--- config.mk ---
export PLATFORM = sky130hd
export DESIGN_NAME = epu_conv_engine
export DESIGN_NICKNAME = d
export VERILOG_FILES = /design/src/common/epu_pkg.sv /design/src/conv/epu_conv_engine.sv
export SDC_FILE = /design/constraint.sdc
export NUM_CORES = 1
export LEC_CHECK = 0
export BUFFER_PORTS_ARGS = -buffer_cell sky130_fd_sc_hd__buf_2
export CAP_MARGIN = 10
export CORE_MARGIN = 4
export CORE_UTILIZATION = 35
export CTS_BUF_LIST = sky130_fd_sc_hd__clkbuf_4
export DETAILED_ROUTE_END_ITERATION = 10
export PLACE_DENSITY = 0.61
export SYNTH_ARGS = -nofsm -noshare
export SYNTH_HDL_FRONTEND = slang
export SYNTH_SLANG_ARGS = --single-unit
--- constraint.sdc ---
create_clock -name clk -period 8.55 [get_ports clk]
set_clock_uncertainty 0.15 [all_clocks]
set_input_delay 2.1375 -clock clk [delete_from_list [all_inputs] [get_ports clk]]
set_output_delay 2.1375 -clock clk [all_outputs]
set_load 0.05 [all_outputs]
--- src/common/epu_pkg.sv ---
package epu_pkg;

  // Datapath and bus widths
  localparam int DATA_W   = 32;
  localparam int ADR_W    = 16;
  localparam int REGION_W = 4;
  localparam int MODE_W   = 2;
  localparam int COUNT_W  = 8;

  // Address bits 15:12 select the region
  localparam logic [REGION_W-1:0] REGION_INBUF  = 4'd0;
  localparam logic [REGION_W-1:0] REGION_OUTBUF = 4'd1;
  localparam logic [REGION_W-1:0] REGION_WEIGHT = 4'd2;
  localparam logic [REGION_W-1:0] REGION_CTRL   = 4'd3;

  // Engine modes, code 3 falls back to scale
  localparam logic [MODE_W-1:0] MODE_SCALE = 2'd0;
  localparam logic [MODE_W-1:0] MODE_ACCUM = 2'd1;
  localparam logic [MODE_W-1:0] MODE_RELU  = 2'd2;

  // Control word as the host writes it
  typedef struct packed {
    logic [15:0]        rsvd_hi;
    logic [COUNT_W-1:0] count;
    logic [3:0]         rsvd_lo;
    logic               clear_done;
    logic [MODE_W-1:0]  mode;
    logic               start;
  } ctrl_view_t;

  // Status word as the host reads it
  typedef struct packed {
    logic [15:0]        rsvd_hi;
    logic [COUNT_W-1:0] count;
    logic [3:0]         rsvd_lo;
    logic [MODE_W-1:0]  mode;
    logic               done;
    logic               busy;
  } status_view_t;

  // Same register address, decoded differently for writes and reads
  typedef union packed {
    logic [DATA_W-1:0] raw;
    ctrl_view_t        ctrl;
    status_view_t      status;
  } ctrl_status_u;

endpackage

--- src/conv/epu_conv_engine.sv ---
`timescale 1ns/100ps

module epu_conv_engine #(
  parameter int  DEPTH = 64,
  localparam int AW    = $clog2(DEPTH)
) (
  input  logic                        clk,
  input  logic                        rst,
  // Command from the slave
  input  logic                        start_i,
  input  logic [epu_pkg::MODE_W-1:0]  mode_i,
  input  logic [epu_pkg::COUNT_W-1:0] count_i,
  input  logic [epu_pkg::DATA_W-1:0]  weight_i,
  output logic                        busy_o,
  output logic                        finish_o,
  // Input bank engine port
  output logic                        rd_en_o,
  output logic [AW-1:0]               rd_addr_o,
  input  logic [epu_pkg::DATA_W-1:0]  rd_data_i,
  // Output bank engine port
  output logic                        wr_en_o,
  output logic [AW-1:0]               wr_addr_o,
  output logic [epu_pkg::DATA_W-1:0]  wr_data_o
);

  logic                               busy_q;
  logic                               zero_fin_q;
  logic                               launch;
  logic [epu_pkg::MODE_W-1:0]         mode_q;
  logic [epu_pkg::COUNT_W-1:0]        cnt_q;
  logic [epu_pkg::COUNT_W-1:0]        idx_q;
  logic [epu_pkg::DATA_W-1:0]         weight_q;
  logic [epu_pkg::DATA_W-1:0]         acc_q;

  // Stage 1 waits on read data, stage 2 holds the result
  logic                               s1_vld_q;
  logic                               s1_last_q;
  logic [AW-1:0]                      s1_addr_q;
  logic                               s2_vld_q;
  logic                               s2_last_q;
  logic [AW-1:0]                      s2_addr_q;
  logic [epu_pkg::DATA_W-1:0]         s2_data_q;

  logic                               issue;
  logic                               issue_last;
  logic signed [2*epu_pkg::DATA_W-1:0] prod_full;
  logic [epu_pkg::DATA_W-1:0]         prod;
  logic [epu_pkg::DATA_W-1:0]         sum;
  logic [epu_pkg::DATA_W-1:0]         result;

  assign launch     = start_i && !busy_q;
  assign issue      = busy_q && (idx_q != cnt_q);
  assign issue_last = issue && (idx_q == cnt_q - 1'b1);

  // Signed multiply, low word kept
  assign prod_full = $signed(rd_data_i) * $signed(weight_q);
  assign prod      = prod_full[epu_pkg::DATA_W-1:0];
  assign sum       = acc_q + prod;

  always_comb begin
    case (mode_q)
      epu_pkg::MODE_ACCUM: result = sum;
      epu_pkg::MODE_RELU:  result = prod[epu_pkg::DATA_W-1] ? '0 : prod;
      default:             result = prod;
    endcase
  end

  always_ff @(posedge clk or posedge rst) begin
    if (rst) begin
      busy_q     <= 1'b0;
      zero_fin_q <= 1'b0;
      idx_q      <= '0;
      acc_q      <= '0;
      s1_vld_q   <= 1'b0;
      s2_vld_q   <= 1'b0;
    end else begin
      // Empty run finishes right away
      zero_fin_q <= launch && (count_i == '0);
      s1_vld_q   <= issue;
      s2_vld_q   <= s1_vld_q;
      if (launch) begin
        busy_q <= (count_i != '0);
        idx_q  <= '0;
        acc_q  <= '0;
      end else begin
        if (issue) idx_q <= idx_q + 1'b1;
        if (s1_vld_q) acc_q <= sum;
        if (finish_o) busy_q <= 1'b0;
      end
    end
  end

  always_ff @(posedge clk) begin
    if (launch) begin
      mode_q   <= mode_i;
      cnt_q    <= count_i;
      weight_q <= weight_i;
    end
    s1_addr_q <= idx_q[AW-1:0];
    s1_last_q <= issue_last;
    s2_addr_q <= s1_addr_q;
    s2_last_q <= s1_last_q;
    s2_data_q <= result;
  end

  assign rd_en_o   = issue;
  assign rd_addr_o = idx_q[AW-1:0];
  assign wr_en_o   = s2_vld_q;
  assign wr_addr_o = s2_addr_q;
  assign wr_data_o = s2_data_q;

  // Finish rides along with the last write
  assign finish_o = (s2_vld_q && s2_last_q) || zero_fin_q;
  assign busy_o   = busy_q;

endmodule

==> Word level (Yosys, flattened, before mapping) <==
Cells that the tools add are included.
{ "totals": {"ff_bits": 132, "mem_bits_ro": 0, "latchBits": 0, "memories": 0, "ramBits": 0} }
{ "op_classes": {"n_div": 0, "add_sub_neg": 3, "n_eq_ne": 4, "n_shift": 0, "n_lt_le_gt_ge": 0, "reduce_logical": 12, "mul": 1, "n_mux": 8, "bitwise_logic": 0} }
{ "op_table": {"columns": ["cell", "n"], "rows": [
  ["32-bit 2-to-1 mux", 2],
  ["32-bit one-hot mux with 2 select lines", 1],
  ["32-bit adder", 1],
  ["32-bit by 32-bit multiplier with 32-bit output", 1],
  ["31-bit 2-to-1 mux", 1],
  ["8-bit 2-to-1 mux", 2],
  ["8-bit by 1-bit adder with 8-bit output, second input constant", 1],
  ["8-bit == test", 1],
  ["8-bit zero test", 1],
  ["8-bit != test", 1],
  ["8-bit nonzero test", 1],
  ["8-bit by 1-bit subtractor with 8-bit output, second input constant", 1],
  ["2-bit nonzero test", 3],
  ["1-bit logical AND", 5],
  ["2-bit by 1-bit == test with 1-bit output, second input constant", 1],
  ["2-bit == test, second input constant", 1],
  ["1-bit 2-to-1 mux", 2],
  ["1-bit zero test", 1],
  ["1-bit logical OR", 1]
]} }

==> Longest topological paths before layout <==
{ "depth": {"depth_word": 4, "ltp_mapped": 37} }

==> Worst setup path after synthesis <==
OpenSTA, ideal clock, no wires.
{ "synth_path": {"path_kind": "input to register", "startpoint": "input port rd_data_i[12] (netlist name)", "endpoint": "register acc_q[31] (netlist name)", "cell_stages": 33, "arrival_ns": 9.938, "setup_ns": 0.078, "path_slack_ns": -1.616, "cell_sequence": "clkbuf_1 > clkbuf_1 > and2_1 > fa_1 > fa_1 > fa_1 > inv_1 > fa_1 > inv_1 > fa_1 > inv_1 > fa_1 > inv_1 > fa_1 > fa_1 > ha_1 > nand4_1 > o211ai_1 > a22o_1 > nor3_1 > o21ai_1 > a21o_1 > a21oi_1 > xnor2_1 > ha_1 > a21o_1 > a21oi_1 > o21ai_0 > a21oi_1 > o21a_1 > xnor2_1 > or3_1 > a21oi_1"} }
{ "synth_between": {"elab_chain_cells": 4} }
{ "synth_rtl": {"columns": ["element", "line_no", "text"], "rows": [
  ["from (decl)", "epu_conv_engine.sv:19", "input logic [epu_pkg::DATA_W-1:0] rd_data_i,"],
  ["32-bit by 32-bit multiplier with 32-bit output", "epu_conv_engine.sv:56", "assign prod_full = $signed(rd_data_i) * $signed(weight_q);"],
  ["32-bit adder", "epu_conv_engine.sv:58", "assign sum = acc_q + prod;"],
  ["32-bit 2-to-1 mux", "epu_conv_engine.sv:87", "if (s1_vld_q) acc_q <= sum;"],
  ["32-bit 2-to-1 mux", "epu_conv_engine.sv:81", "if (launch) begin"],
  ["to (signal assigned)", "epu_conv_engine.sv:87", null],
  ["to (decl)", "epu_conv_engine.sv:33", "logic [epu_pkg::DATA_W-1:0] acc_q;"]
]} }
Every way passes these cells. The select of a mux whose other input is x is not followed.
A chain may end at the register's enable or synchronous reset.

==> Worst setup path after layout <==
{ "layout_path": {"startpoint": "input port rd_data_i[13] (netlist name)", "endpoint": "register acc_q[30] (netlist name)"} }
Same word-level chain as after synthesis.

==> qor.txt <==
Min Tclk post-route: 9.38 ns
Vias in the first global route: 18900
Fmax achieved: 107 MHz
Outcome: complete, but fails checks
Setup crit start kind: primary input
Final Hold Viols: 0
Boundary pin count: 125
# clock sinks: 132
Remaining DRCs: 0
Final ANT Viol Nets: 0
Die Area: 68400 um^2
Hold depth: 0
CP max stage delay: 0.53 ns
Top_reg_cell synth: dfxtp_1
CTS tree: built
GR peak layer: met2
Core Region: 63300 um^2
Most common cell in the netlist: inv_1
Arrival @ worst endpoint: 9.79 ns
# hold bufs at CTS: 0
Post-synthesis average cell area: 9.45 um^2
Design Area, Final: 28400 um^2
Async SR Flop Fraction: 33.3%
Largest family of logic cells by synthesized area: adder cells
H-tree Lvls: 4
Final design utilization: 44.9%
Failing checks: negative setup slack
Area contributors post-synth: fa_1 36%, ha_1 11%, and2_1 9.2%
Setup WS post-layout: -0.832 ns
Syn Inst Count: 2380
Synthesized flop and latch total: 132
Pin count of the biggest net entering global routing: 61
Crit end category: flip-flop
Synth cell count leaders: 449 x inv_1, 409 x fa_1, 331 x and2_1
Initial Util: 35.5%
Synth top area share: 36.4%
Grt ovf: 0
Simple-gate area share of the yosys netlist: 16.5%
Xor/xnor share of the synthesized area: 5.27%
Via/cell ratio: 4.84
Critical path's most frequent cell: fa_1
Layout area overhead: 26.3%
Placed cell area: 26000 um^2
Root Buffer: clkbuf_4
First-pass GRT wire length: 104000 um
Mapped Area: 22500 um^2
Ys Warns: 0
Clk_lat worst skew: 0.75 ns
CTS Buffer Depth: 2
R2R depth: 31
Max_slew headroom: 28.0%
Die height: 262 um
Dpl hpwl: 53000 um
GR Util met2: 32.0%
Clk pin slew, worst setup/hold paths: 0.14 ns
Initial antenna violation count: 5
Post-synthesis compound-gate area fraction: 6.32%
Cts bufs inserted: 17
Crit path kind: in2reg
Slowest stage cell, crit path: fa_1
Drt first pass iters: 6
CP required: 8.96 ns
Synthesized-area fraction occupied by adder cells: 46.9%
WL/cell: 18.4 um
Met3 Usage GRT: 3.71%
Hold WC Path Type: reg2reg
RSZ-0062 raised after global routing: yes
Synth cell types: 58
Fillers: 5988
DIE WIDTH: 262 um
GR Util All Layers: 19.7%
Setup Viol. Count Final: 46
Seq/Total Area, Yosys: 14.6%
Yosys top cell by area: fa_1
Buffers on Ports: 124
Worst-margin pin slew: 1.08 ns
Crit-path max FO: 6
Layout cells sized above 1: 26.3%
Met1 usage: 27.0%
Mux share of post-synthesis cell area: 0.934%
Post-synth EDFFs: 42
Gpl congestion: 0.876
DRT iter0 DRCs: 845
Final WL: 66000 um
Nets@finish: 3398
Fin. max-slew vios: 0
Row cnt: 92
DR vias: 17400
Maxcap violations: 0
Part of the cycle the worst path needs: 110%
Syn_nets: 3055
==> cell families after synthesis <==
| logic type | count (synthesis) |
|---|---|
| and+or+nand+nor | 724 |
| adders and majority gates | 598 |
| buffers and inverters | 561 |
| AOI/OAI and AO/OA | 212 |
| xor gates and xnor gates | 132 |
| DFF | 132 |
| muxes | 21 |
==> worst paths after layout <==
| check | slack [ns] | from | to |
|---|---|---|---|
| setup / recovery | -0.83 | rd_data_i[13] | acc_q[30] |
| min in group asynchronous | 1.49 | rst | acc_q[8] |
| setup reg to reg | -0.07 | weight_q[7] | acc_q[30] |
| max in group asynchronous | 6.03 | rst | zero_fin_q |
| hold reg to reg | 0.19 | s1_addr_q[2] | wr_addr_o[2] |
| hold / removal | 0.19 | s1_addr_q[2] | wr_addr_o[2] |
==> critical path: cells and delay by family <==
kind,cells,cell delay [ns]
adder cells (fa/ha/maj),10,4.48
AO/OA/AOI/OAI,8,1.46
AND/OR/NAND/NOR,6,0.78
XOR/XNOR,2,0.43
buffers and inverters,5,0.34
multiplexers,1,0.14
==> repair_timing <==
item | in CTS | in global routing
cloned | 5 | 1
pin swaps | 110 | 120
setup buffers | 35 | 26
setup endpoints to repair | 49 | 50
resized for setup | 169 | 156
==> layer usage <==
layer  share of wire (%)  routed length, um
met1                  44              29200
met2                  47              31200
met3                 6.2               4100
met4                 2.1               1390
met5               0.020                 13
==> placed cells by master (no fill, tap or decap), drive strengths merged, types with 7 or more instances in the layout <==
cell type    n
a21o        23
dfxtp       46
mux2i       21
nand3       14
buf        432
fa         409
a211oi       9
ha         189
a22o        22
inv        458
xor2        40
a21oi       52
clkbuf      19
nor2        60
xnor2       91
o21ai       48
edfxtp      42
dfrtp       44
nand4        7
nand2      258
o21a        12
nor2b       11
and2       331
nor3        17
==> through the flow <==
stage	TNS (ns)	cells	hold slack (ns)	worst slack (ns)
after global routing	-25.96	3584	0.200	-1.03
after detailed placement	-64.03	3491	0.165	-1.70
after floorplan	-25.35	2380	0.160	-1.21
after CTS	-12.34	3558	0.194	-0.626
final	-17.63	3587	0.194	-0.832
after global placement	-60.89	3491	0.164	-1.59
==> state kept, by name (all words and copies together) (netlist names) <==
name        flops
acc_q          32
busy_o          1
cnt_q           8
idx_q           8
mode_q          2
s1_addr_q       6
s1_last_q       1
s1_vld_q        1
s2_last_q       1
weight_q       32
wr_addr_o       6
wr_data_o      32
wr_en_o         1
zero_fin_q      1
==> final cells by class <==
cell class                 instances  area (um^2)  share of cell area, %
clock buffer                      17          128                  0.449
clock inverter                    15          183                  0.643
antenna                            5         12.5                 0.0440
multi-input combinational       1687        18500                   65.2
inverter                         449         1690                   5.94
timing repair buffer             436         3540                   12.4
sequential                       132         3280                   11.6
tap                              846         1060                   3.73
Power is not shown: default switching activity piles up to over one toggle a cycle in this logic, so the estimate is an artifact.
