### src/common/epu_pkg.sv
package epu_pkg;

  // Datapath and bus widths
  localparam int DATA_W   = 32;
  localparam int ADR_W    = 16;
  localparam int REGION_W = 4;
  localparam int MODE_W   = 2;
  localparam int COUNT_W  = 8;

  // Address bits 15:12 select the region
  localparam logic [REGION_W-1:0] REGION_INBUF  = 4'd0;
  localparam logic [REGION_W-1:0] REGION_OUTBUF = 4'd1;
  localparam logic [REGION_W-1:0] REGION_WEIGHT = 4'd2;
  localparam logic [REGION_W-1:0] REGION_CTRL   = 4'd3;

  // Engine modes, code 3 falls back to scale
  localparam logic [MODE_W-1:0] MODE_SCALE = 2'd0;
  localparam logic [MODE_W-1:0] MODE_ACCUM = 2'd1;
  localparam logic [MODE_W-1:0] MODE_RELU  = 2'd2;

  // Control word as the host writes it
  typedef struct packed {
    logic [15:0]        rsvd_hi;
    logic [COUNT_W-1:0] count;
    logic [3:0]         rsvd_lo;
    logic               clear_done;
    logic [MODE_W-1:0]  mode;
    logic               start;
  } ctrl_view_t;

  // Status word as the host reads it
  typedef struct packed {
    logic [15:0]        rsvd_hi;
    logic [COUNT_W-1:0] count;
    logic [3:0]         rsvd_lo;
    logic [MODE_W-1:0]  mode;
    logic               done;
    logic               busy;
  } status_view_t;

  // Same register address, decoded differently for writes and reads
  typedef union packed {
    logic [DATA_W-1:0] raw;
    ctrl_view_t        ctrl;
    status_view_t      status;
  } ctrl_status_u;

endpackage

### src/source/epu_wb_slave.sv
`timescale 1ns/100ps

module epu_wb_slave #(
  parameter int  DEPTH = 64,
  localparam int AW    = $clog2(DEPTH),
  localparam int SEL_W = epu_pkg::DATA_W / 8
) (
  input  logic                         clk,
  input  logic                         rst,
  // Wishbone classic slave
  input  logic                         cyc_i,
  input  logic                         stb_i,
  input  logic                         we_i,
  input  logic [epu_pkg::ADR_W-1:0]    adr_i,
  input  logic [epu_pkg::DATA_W-1:0]   dat_i,
  input  logic [SEL_W-1:0]             sel_i,
  output logic [epu_pkg::DATA_W-1:0]   dat_o,
  output logic                         ack_o,
  output logic                         irq_o,
  // Buffer host ports
  input  logic [epu_pkg::DATA_W-1:0]   inbuf_rdata_i,
  input  logic [epu_pkg::DATA_W-1:0]   outbuf_rdata_i,
  output logic                         inbuf_en_o,
  output logic                         inbuf_we_o,
  output logic [SEL_W-1:0]             inbuf_be_o,
  output logic                         outbuf_en_o,
  output logic [AW-1:0]                buf_addr_o,
  output logic [epu_pkg::DATA_W-1:0]   buf_wdata_o,
  // Engine command
  input  logic                         busy_i,
  input  logic                         finish_i,
  output logic                         start_o,
  output logic [epu_pkg::MODE_W-1:0]   mode_o,
  output logic [epu_pkg::COUNT_W-1:0]  count_o,
  output logic [epu_pkg::DATA_W-1:0]   weight_o
);

  typedef enum logic {
    S_IDLE,
    S_ACCESS
  } state_t;

  state_t                          st_q;
  logic                            ack_q;
  logic                            start_q;
  logic                            done_q;
  logic [epu_pkg::MODE_W-1:0]      mode_q;
  logic [epu_pkg::COUNT_W-1:0]     count_q;
  logic [epu_pkg::DATA_W-1:0]      weight_q;

  // Captured request
  logic                            req_we_q;
  logic [epu_pkg::REGION_W-1:0]    req_region_q;
  logic [AW-1:0]                   req_addr_q;
  logic [epu_pkg::DATA_W-1:0]      req_dat_q;
  logic [SEL_W-1:0]                req_sel_q;

  logic                            req_take;
  logic                            access;
  logic                            eng_busy;
  logic                            hit_inbuf;
  logic                            hit_outbuf;
  logic                            hit_weight;
  logic                            hit_ctrl;
  logic                            ctrl_wr;
  epu_pkg::ctrl_status_u           wr_word;
  epu_pkg::ctrl_status_u           status_word;

  // New request only when idle and the previous ack has gone
  assign req_take = (st_q == S_IDLE) && cyc_i && stb_i && !ack_q;
  assign access   = (st_q == S_ACCESS);

  // Start is in flight before the engine reports busy
  assign eng_busy = busy_i | start_q;

  assign hit_inbuf  = access && (req_region_q == epu_pkg::REGION_INBUF);
  assign hit_outbuf = access && (req_region_q == epu_pkg::REGION_OUTBUF);
  assign hit_weight = access && (req_region_q == epu_pkg::REGION_WEIGHT);
  assign hit_ctrl   = access && (req_region_q == epu_pkg::REGION_CTRL);

  assign wr_word.raw = req_dat_q;
  assign ctrl_wr     = hit_ctrl && req_we_q && !eng_busy;

  always_ff @(posedge clk or posedge rst) begin
    if (rst) begin
      st_q    <= S_IDLE;
      ack_q   <= 1'b0;
      start_q <= 1'b0;
      done_q  <= 1'b0;
      mode_q  <= '0;
      count_q <= '0;
    end else begin
      ack_q   <= access;
      start_q <= ctrl_wr && wr_word.ctrl.start;
      case (st_q)
        S_IDLE:   if (req_take) st_q <= S_ACCESS;
        default:  st_q <= S_IDLE;
      endcase
      if (ctrl_wr && wr_word.ctrl.start) begin
        mode_q  <= wr_word.ctrl.mode;
        count_q <= wr_word.ctrl.count;
      end
      // Sticky done, set by the engine
      if (finish_i) begin
        done_q <= 1'b1;
      end else if (ctrl_wr && (wr_word.ctrl.clear_done || wr_word.ctrl.start)) begin
        done_q <= 1'b0;
      end
    end
  end

  always_ff @(posedge clk) begin
    if (req_take) begin
      req_we_q     <= we_i;
      req_region_q <= adr_i[epu_pkg::ADR_W-1 -: epu_pkg::REGION_W];
      req_addr_q   <= adr_i[AW+1:2];
      req_dat_q    <= dat_i;
      req_sel_q    <= sel_i;
    end
    // Byte merge into the weight
    if (hit_weight && req_we_q) begin
      for (int b = 0; b < SEL_W; b++) begin
        if (req_sel_q[b]) weight_q[8*b +: 8] <= req_dat_q[8*b +: 8];
      end
    end
  end

  always_comb begin
    status_word             = '0;
    status_word.status.busy  = eng_busy;
    status_word.status.done  = done_q;
    status_word.status.mode  = mode_q;
    status_word.status.count = count_q;
  end

  // Read mux, sampled by the master during ack
  always_comb begin
    case (req_region_q)
      epu_pkg::REGION_INBUF:  dat_o = inbuf_rdata_i;
      epu_pkg::REGION_OUTBUF: dat_o = outbuf_rdata_i;
      epu_pkg::REGION_WEIGHT: dat_o = weight_q;
      epu_pkg::REGION_CTRL:   dat_o = status_word.raw;
      default:                dat_o = '0;
    endcase
  end

  // Input writes are dropped while the engine runs
  assign inbuf_en_o  = hit_inbuf && (!req_we_q || !eng_busy);
  assign inbuf_we_o  = hit_inbuf && req_we_q && !eng_busy;
  assign inbuf_be_o  = req_sel_q;
  assign outbuf_en_o = hit_outbuf && !req_we_q;
  assign buf_addr_o  = req_addr_q;
  assign buf_wdata_o = req_dat_q;

  assign ack_o    = ack_q;
  assign irq_o    = done_q;
  assign start_o  = start_q;
  assign mode_o   = mode_q;
  assign count_o  = count_q;
  assign weight_o = weight_q;

endmodule

### config.mk
export PLATFORM = sky130hd
export DESIGN_NAME = epu_wb_slave
export DESIGN_NICKNAME = d
export VERILOG_FILES = /design/src/common/epu_pkg.sv /design/src/source/epu_wb_slave.sv
export SDC_FILE = /design/constraint.sdc
export NUM_CORES = 1
export LEC_CHECK = 0
export BUFFER_PORTS_ARGS = -buffer_cell sky130_fd_sc_hd__buf_2
export CAP_MARGIN = 20
export CORE_ASPECT_RATIO = 0.6
export CORE_MARGIN = 4
export CORE_UTILIZATION = 39
export DETAILED_ROUTE_END_ITERATION = 10
export PLACE_DENSITY = 0.73
export SLEW_MARGIN = 20
export SYNTH_ARGS = -nofsm -noshare
export SYNTH_HDL_FRONTEND = slang
export SYNTH_SLANG_ARGS = --single-unit
### constraint.sdc
create_clock -name clk -period 1.85 [get_ports clk]
set_clock_uncertainty 0.05 [all_clocks]
set_input_delay 0.2775 -clock clk [delete_from_list [all_inputs] [get_ports clk]]
set_output_delay 0.2775 -clock clk [all_outputs]
set_load 0.03 [all_outputs]
# After elaboration in Yosys (flattened, before gate mapping)
# Index checks and enable logic that the tools add are counted.
dict set report op_classes {
  bitwise_logic 2
  n_reduce_logical 27
  n_eq_ne 3
  muxes 5
}
# op count
set ops {}
lappend ops {{one-hot mux 32 bit (4 select lines)} 1}
lappend ops {{logical AND 1 bit} 16}
lappend ops {{equality test 4 x 2 -> 1 bit (second input constant)} 2}
lappend ops {{AND reduction 2 bit} 4}
lappend ops {{equality test 4 x 1 -> 1 bit (second input constant)} 1}
lappend ops {{logical NOT 4 bit} 1}
lappend ops {{2-to-1 mux 1 bit} 4}
lappend ops {{logical NOT 1 bit} 3}
lappend ops {{logical OR 1 bit} 2}
lappend ops {{nonzero test 2 bit} 1}
lappend ops {{NOT 1 bit} 1}
lappend ops {{bitwise OR 1 bit} 1}
dict set report word_totals {
  regBits 93
  word_cells 52
  inputBits 123
  out_inout_bits 122
}

# Depth between registers and ports, before layout
dict set report depth {
  depth_word 7
  ltp_mapped 6
}

# Least setup slack after synthesis
# No wires, ideal clock.
dict set report synth_path {
  path_type {reg-to-output}
  from {register req_region_q[3] (netlist bit)}
  to {output inbuf_we_o}
  path_stages_with_launch 5
  path_buffers 2
  arrival_time_ns 1.988
  setup_slack_ns -0.465
  cell_sequence {edfxtp_1 or2_1 buf_2 buf_6 nor4b_1}
}
dict set report synth_via {
  elab_chain_cells 4
}
# element line_no
set synth_lines {}
lappend synth_lines {{from (decl)} epu_wb_slave.sv:53} ;# logic [epu_pkg::REGION_W-1:0] req_region_q;
lappend synth_lines {{from (signal assigned)} epu_wb_slave.sv:115} ;# req_region_q <= adr_i[epu_pkg::ADR_W-1 -: epu_pkg::REGION_W];
lappend synth_lines {{logical NOT 4 bit} epu_wb_slave.sv:76} ;# assign hit_inbuf = access && (req_region_q == epu_pkg::REGION_INBUF);
lappend synth_lines {{logical AND 1 bit} epu_wb_slave.sv:76}
lappend synth_lines {{logical AND 1 bit (2 in series)} epu_wb_slave.sv:149} ;# assign inbuf_we_o = hit_inbuf && req_we_q && !eng_busy;
lappend synth_lines {{to (decl)} epu_wb_slave.sv:24} ;# output logic inbuf_we_o,
# Every way passes these cells.

# Worst setup path in the final report
dict set report layout_path {
  from {register req_region_q[0] (netlist bit)}
  to {output dat_o[25] (netlist bit)}
}
dict set report layout_via {
  elab_chain_cells 2
}
# element line_no
set layout_lines {}
lappend layout_lines {{equality test 4 x 2 -> 1 bit, or another cell as far along} epu_wb_slave.sv:138} ;# case (req_region_q)
lappend layout_lines {{one-hot mux 32 bit (4 select lines) (*)} epu_wb_slave.sv:138}
lappend layout_lines {{to (decl)} epu_wb_slave.sv:17} ;# output logic [epu_pkg::DATA_W-1:0] dat_o,
# Mark *: on every way between the ends. The rest lies on a longest branch, timed or not.

==> results.py <==
metrics = {
    "logic_synthesis": {
        "ys_seq_elements": 93,
        "ys_types": 33,
        "seq_area_frac_synth": 0.675,
        "synth_area_mm2": 0.00403,
        "synth_compound_area_frac": 0.0354,
        "synth_simple_gate_area_frac": 0.110,
        "synth_top_family_by_area": "multiplexers",
        "synthXorXnorAreaFrac": 0,
        "avgSynthCellArea_um2": 16.3,
        "yosys_warnings": 0,
        "syn-num-nets": 371,
        "synth-adder-area-share": 0,
        "synthMuxAreaShare": 0.147,
        "syn_inst": 248,
    },
    "worst_setup_path": {
        "critPathMaxStageDelay_ps": 450,
        "cp_top_family": "buffers and inverters",
        "cp-start-kind": "register",
        "crit_fanout": 8,
        "r2r_slack_ps": 20,
        "crit_chain": "buf_6, buf_8, and2b_4, clkbuf_16, nand2_1, a21oi_2, buf_6",
        "path_buf_inv": 4,
        "cpMostUsedCell": "buf_6",
        "crit_arrival_ps": 1840,
        "endpoint_kind": "primary output",
        "cp_slowest_cell": "edfxtp_1",
        "critPathRequiredTime_ps": 1520,
        "path_class": "reg -> out",
    },
    "floorplan": {
        "rows": 28,
        "die_h_um": 86.8,
        "ios": 245,
        "die_x_um": 139,
        "core_area_mm2": 0.00998,
        "die_area_mm2": 0.0121,
        "initial_utilization": 0.404,
    },
    "clock_tree": {
        "clk_path_buf_depth": 2,
        "path_clk_slew_ps": 70,
        "clkSinkCount": 93,
        "cts_root_buffer": "clkbuf_16",
        "cts_tree": "done",
        "htree_num_levels": 3,
        "clk_latency_ps": 330,
        "cts_made_buffers": 9,
    },
    "global_route": {
        "track_usage": 0.193,
        "antenna_found_initial": 0,
        "grt_max_degree": 27,
        "overflow": 0,
        "grt_pass1_vias": 3348,
        "grt_pass1_wl_um": 18000,
    },
    "pwr": {
        "peakVddDrop_mv": 0.618,
        "leakage_nw": 2.86,
        "p_per_area_mw_per_mm2": 746,
        "total_power_mw": 4.81,
    },
    "finish": {
        "final_util": 0.646,
        "fin_nets": 639,
        "design_area_mm2": 0.00645,
        "layout_common_cells": "buf_2, edfxtp_1, buf_6",
        "n_antenna_cell": 0,
        "synthToLayoutAreaGrowth_pct": 59.9,
        "drive_above_1_share": 0.714,
        "final_common_cell": "buf_2",
        "num-fill-cells": 764,
    },
    "routing": {
        "drtPass1Iterations": 4,
        "ant_nets": 0,
        "via_per_inst": 4.87,
        "drt_iter0_drc": 130,
        "post-route-drc-count": 0,
        "vias": 3194,
        "wirelength_um": 12900,
        "wire_per_inst_um": 19.7,
    },
    "sta": {
        "slew_headroom": 0.603,
        "fmax_mhz": 461,
        "rsz0062_at_grt": "yes",
        "maxSlewViolCount": 0,
        "min_period_ps": 2170,
        "setup_viol": 35,
        "fin_ws_ps": -317,
        "worst_pin_slew_ps": 595,
        "final.period_utilization": 1.17,
        "hold_violations": 0,
    },
    "hold_path": {
        "hold_path_class": "in -> reg",
    },
    "place": {
        "place_hpwl_um": 9100,
        "dp_slack_ps": 27.0,
        "place_congestion": 0.839,
        "dpl_cell_area_mm2": 0.00560,
        "io_buffers": 238,
    },
    "status": {
        "status": "finished with violations",
        "violations": "setup timing",
    },
    "run": {
        "drv_cap": 0,
    },
}
==> final timing paths <==
kind                                       from              end  cells past startpoint
worst max-delay path            req_region_q[0]        dat_o[25]                      7
worst min-delay path                  dat_i[29]  buf_wdata_o[29]                      1
worst max register to register  req_region_q[0]      weight_o[8]                      5
worst min register to register  buf_wdata_o[26]     weight_o[26]                      0
max in group asynchronous                   rst        mode_o[0]                      3
min in group asynchronous                   rst       count_o[7]                      3
==> flip-flops by register name, indices dropped and copies added (netlist names), 2 cells and up <==
register,count
buf_addr_o,6
buf_wdata_o,32
count_o,8
inbuf_be_o,4
mode_o,2
req_region_q,4
weight_o,32
==> final cells by class <==
type / instances / area [um2] / area share
Clock buffer: 10 / 229 / 0.0355
Clock inverter: 6 / 63.8 / 0.00989
Inverter: 2 / 7.51 / 0.00116
Multi-Input combinational cell: 138 / 1370 / 0.213
Sequential cell: 93 / 2720 / 0.422
Tap cell: 135 / 169 / 0.0262
Timing Repair Buffer: 272 / 1890 / 0.292
==> power breakdown <==
group | switching (mW) | total, mW | internal [mW]
logic | 0.347 | 0.654 | 0.307
clock network | 0.742 | 1.79 | 1.04
registers | 0.0358 | 2.37 | 2.34
total | 1.12 | 4.81 | 3.69
==> synth_stat cells (all sizes together) <==
cell type | number | share of area
and2b | 1 | 0.0019
mux2 | 10 | 0.036
and4b | 2 | 0.0053
nand2b | 1 | 0.0016
mux2i | 20 | 0.050
buf | 12 | 0.026
nand4 | 1 | 0.0053
dfrtp | 14 | 0.087
o2111ai | 1 | 0.0022
nor2 | 1 | 0.00093
edfxtp | 79 | 0.59
clkbuf | 4 | 0.0037
and2 | 4 | 0.0062
nor4b | 1 | 0.0022
nor3b | 1 | 0.0047
a311oi | 1 | 0.0022
inv | 2 | 0.0019
and4bb | 3 | 0.010
a211oi | 1 | 0.0019
nand2 | 21 | 0.020
mux4 | 11 | 0.061
a21o | 1 | 0.0019
a21oi | 20 | 0.025
nor4 | 1 | 0.0016
o21ai | 2 | 0.0025
nor2b | 12 | 0.019
or2 | 21 | 0.033
==> what timing repair did <==
item	4_1_cts	5_1_grt
resized for setup	64	38
hold buffers	1	0
setup endpoints to repair	35	69
pin swaps	4	17
cloned	3	5
endpoints found under the hold margin	14	0
buffers inserted	5	5
==> logic make-up after synthesis <==
logic type | count (synthesis)
AO/OA/AOI/OAI | 26
buffers and inverters | 18
flip-flops | 93
multiplexers | 41
AND/OR/NAND/NOR | 70
==> routing by layer <==
metal / up-vias / wire length, um / share of wire / GRT usage
li1: 1463 / - / - / -
met1: 1547 / 5180 / 0.40 / 0.233
met2: 171 / 6190 / 0.48 / 0.328
met3: 13 / 1410 / 0.11 / 0.0805
met4: 0 / 141 / 0.011 / 0.0417
met5: - / 0 / 0 / 0
==> metrics by stage <==
| step | hold WS, ps | TNS [ps] | instances |
|---|---|---|---|
| after floorplan | 117 | -221 | 248 |
| after global placement | 311 | 0 | 622 |
| after detailed placement | 324 | 0 | 622 |
| after CTS | 51.0 | -7870 | 647 |
| after global routing | 44.7 | -12390 | 656 |
| final | 63.8 | -8390 | 656 |
Power figures use the tool's default switching activity.
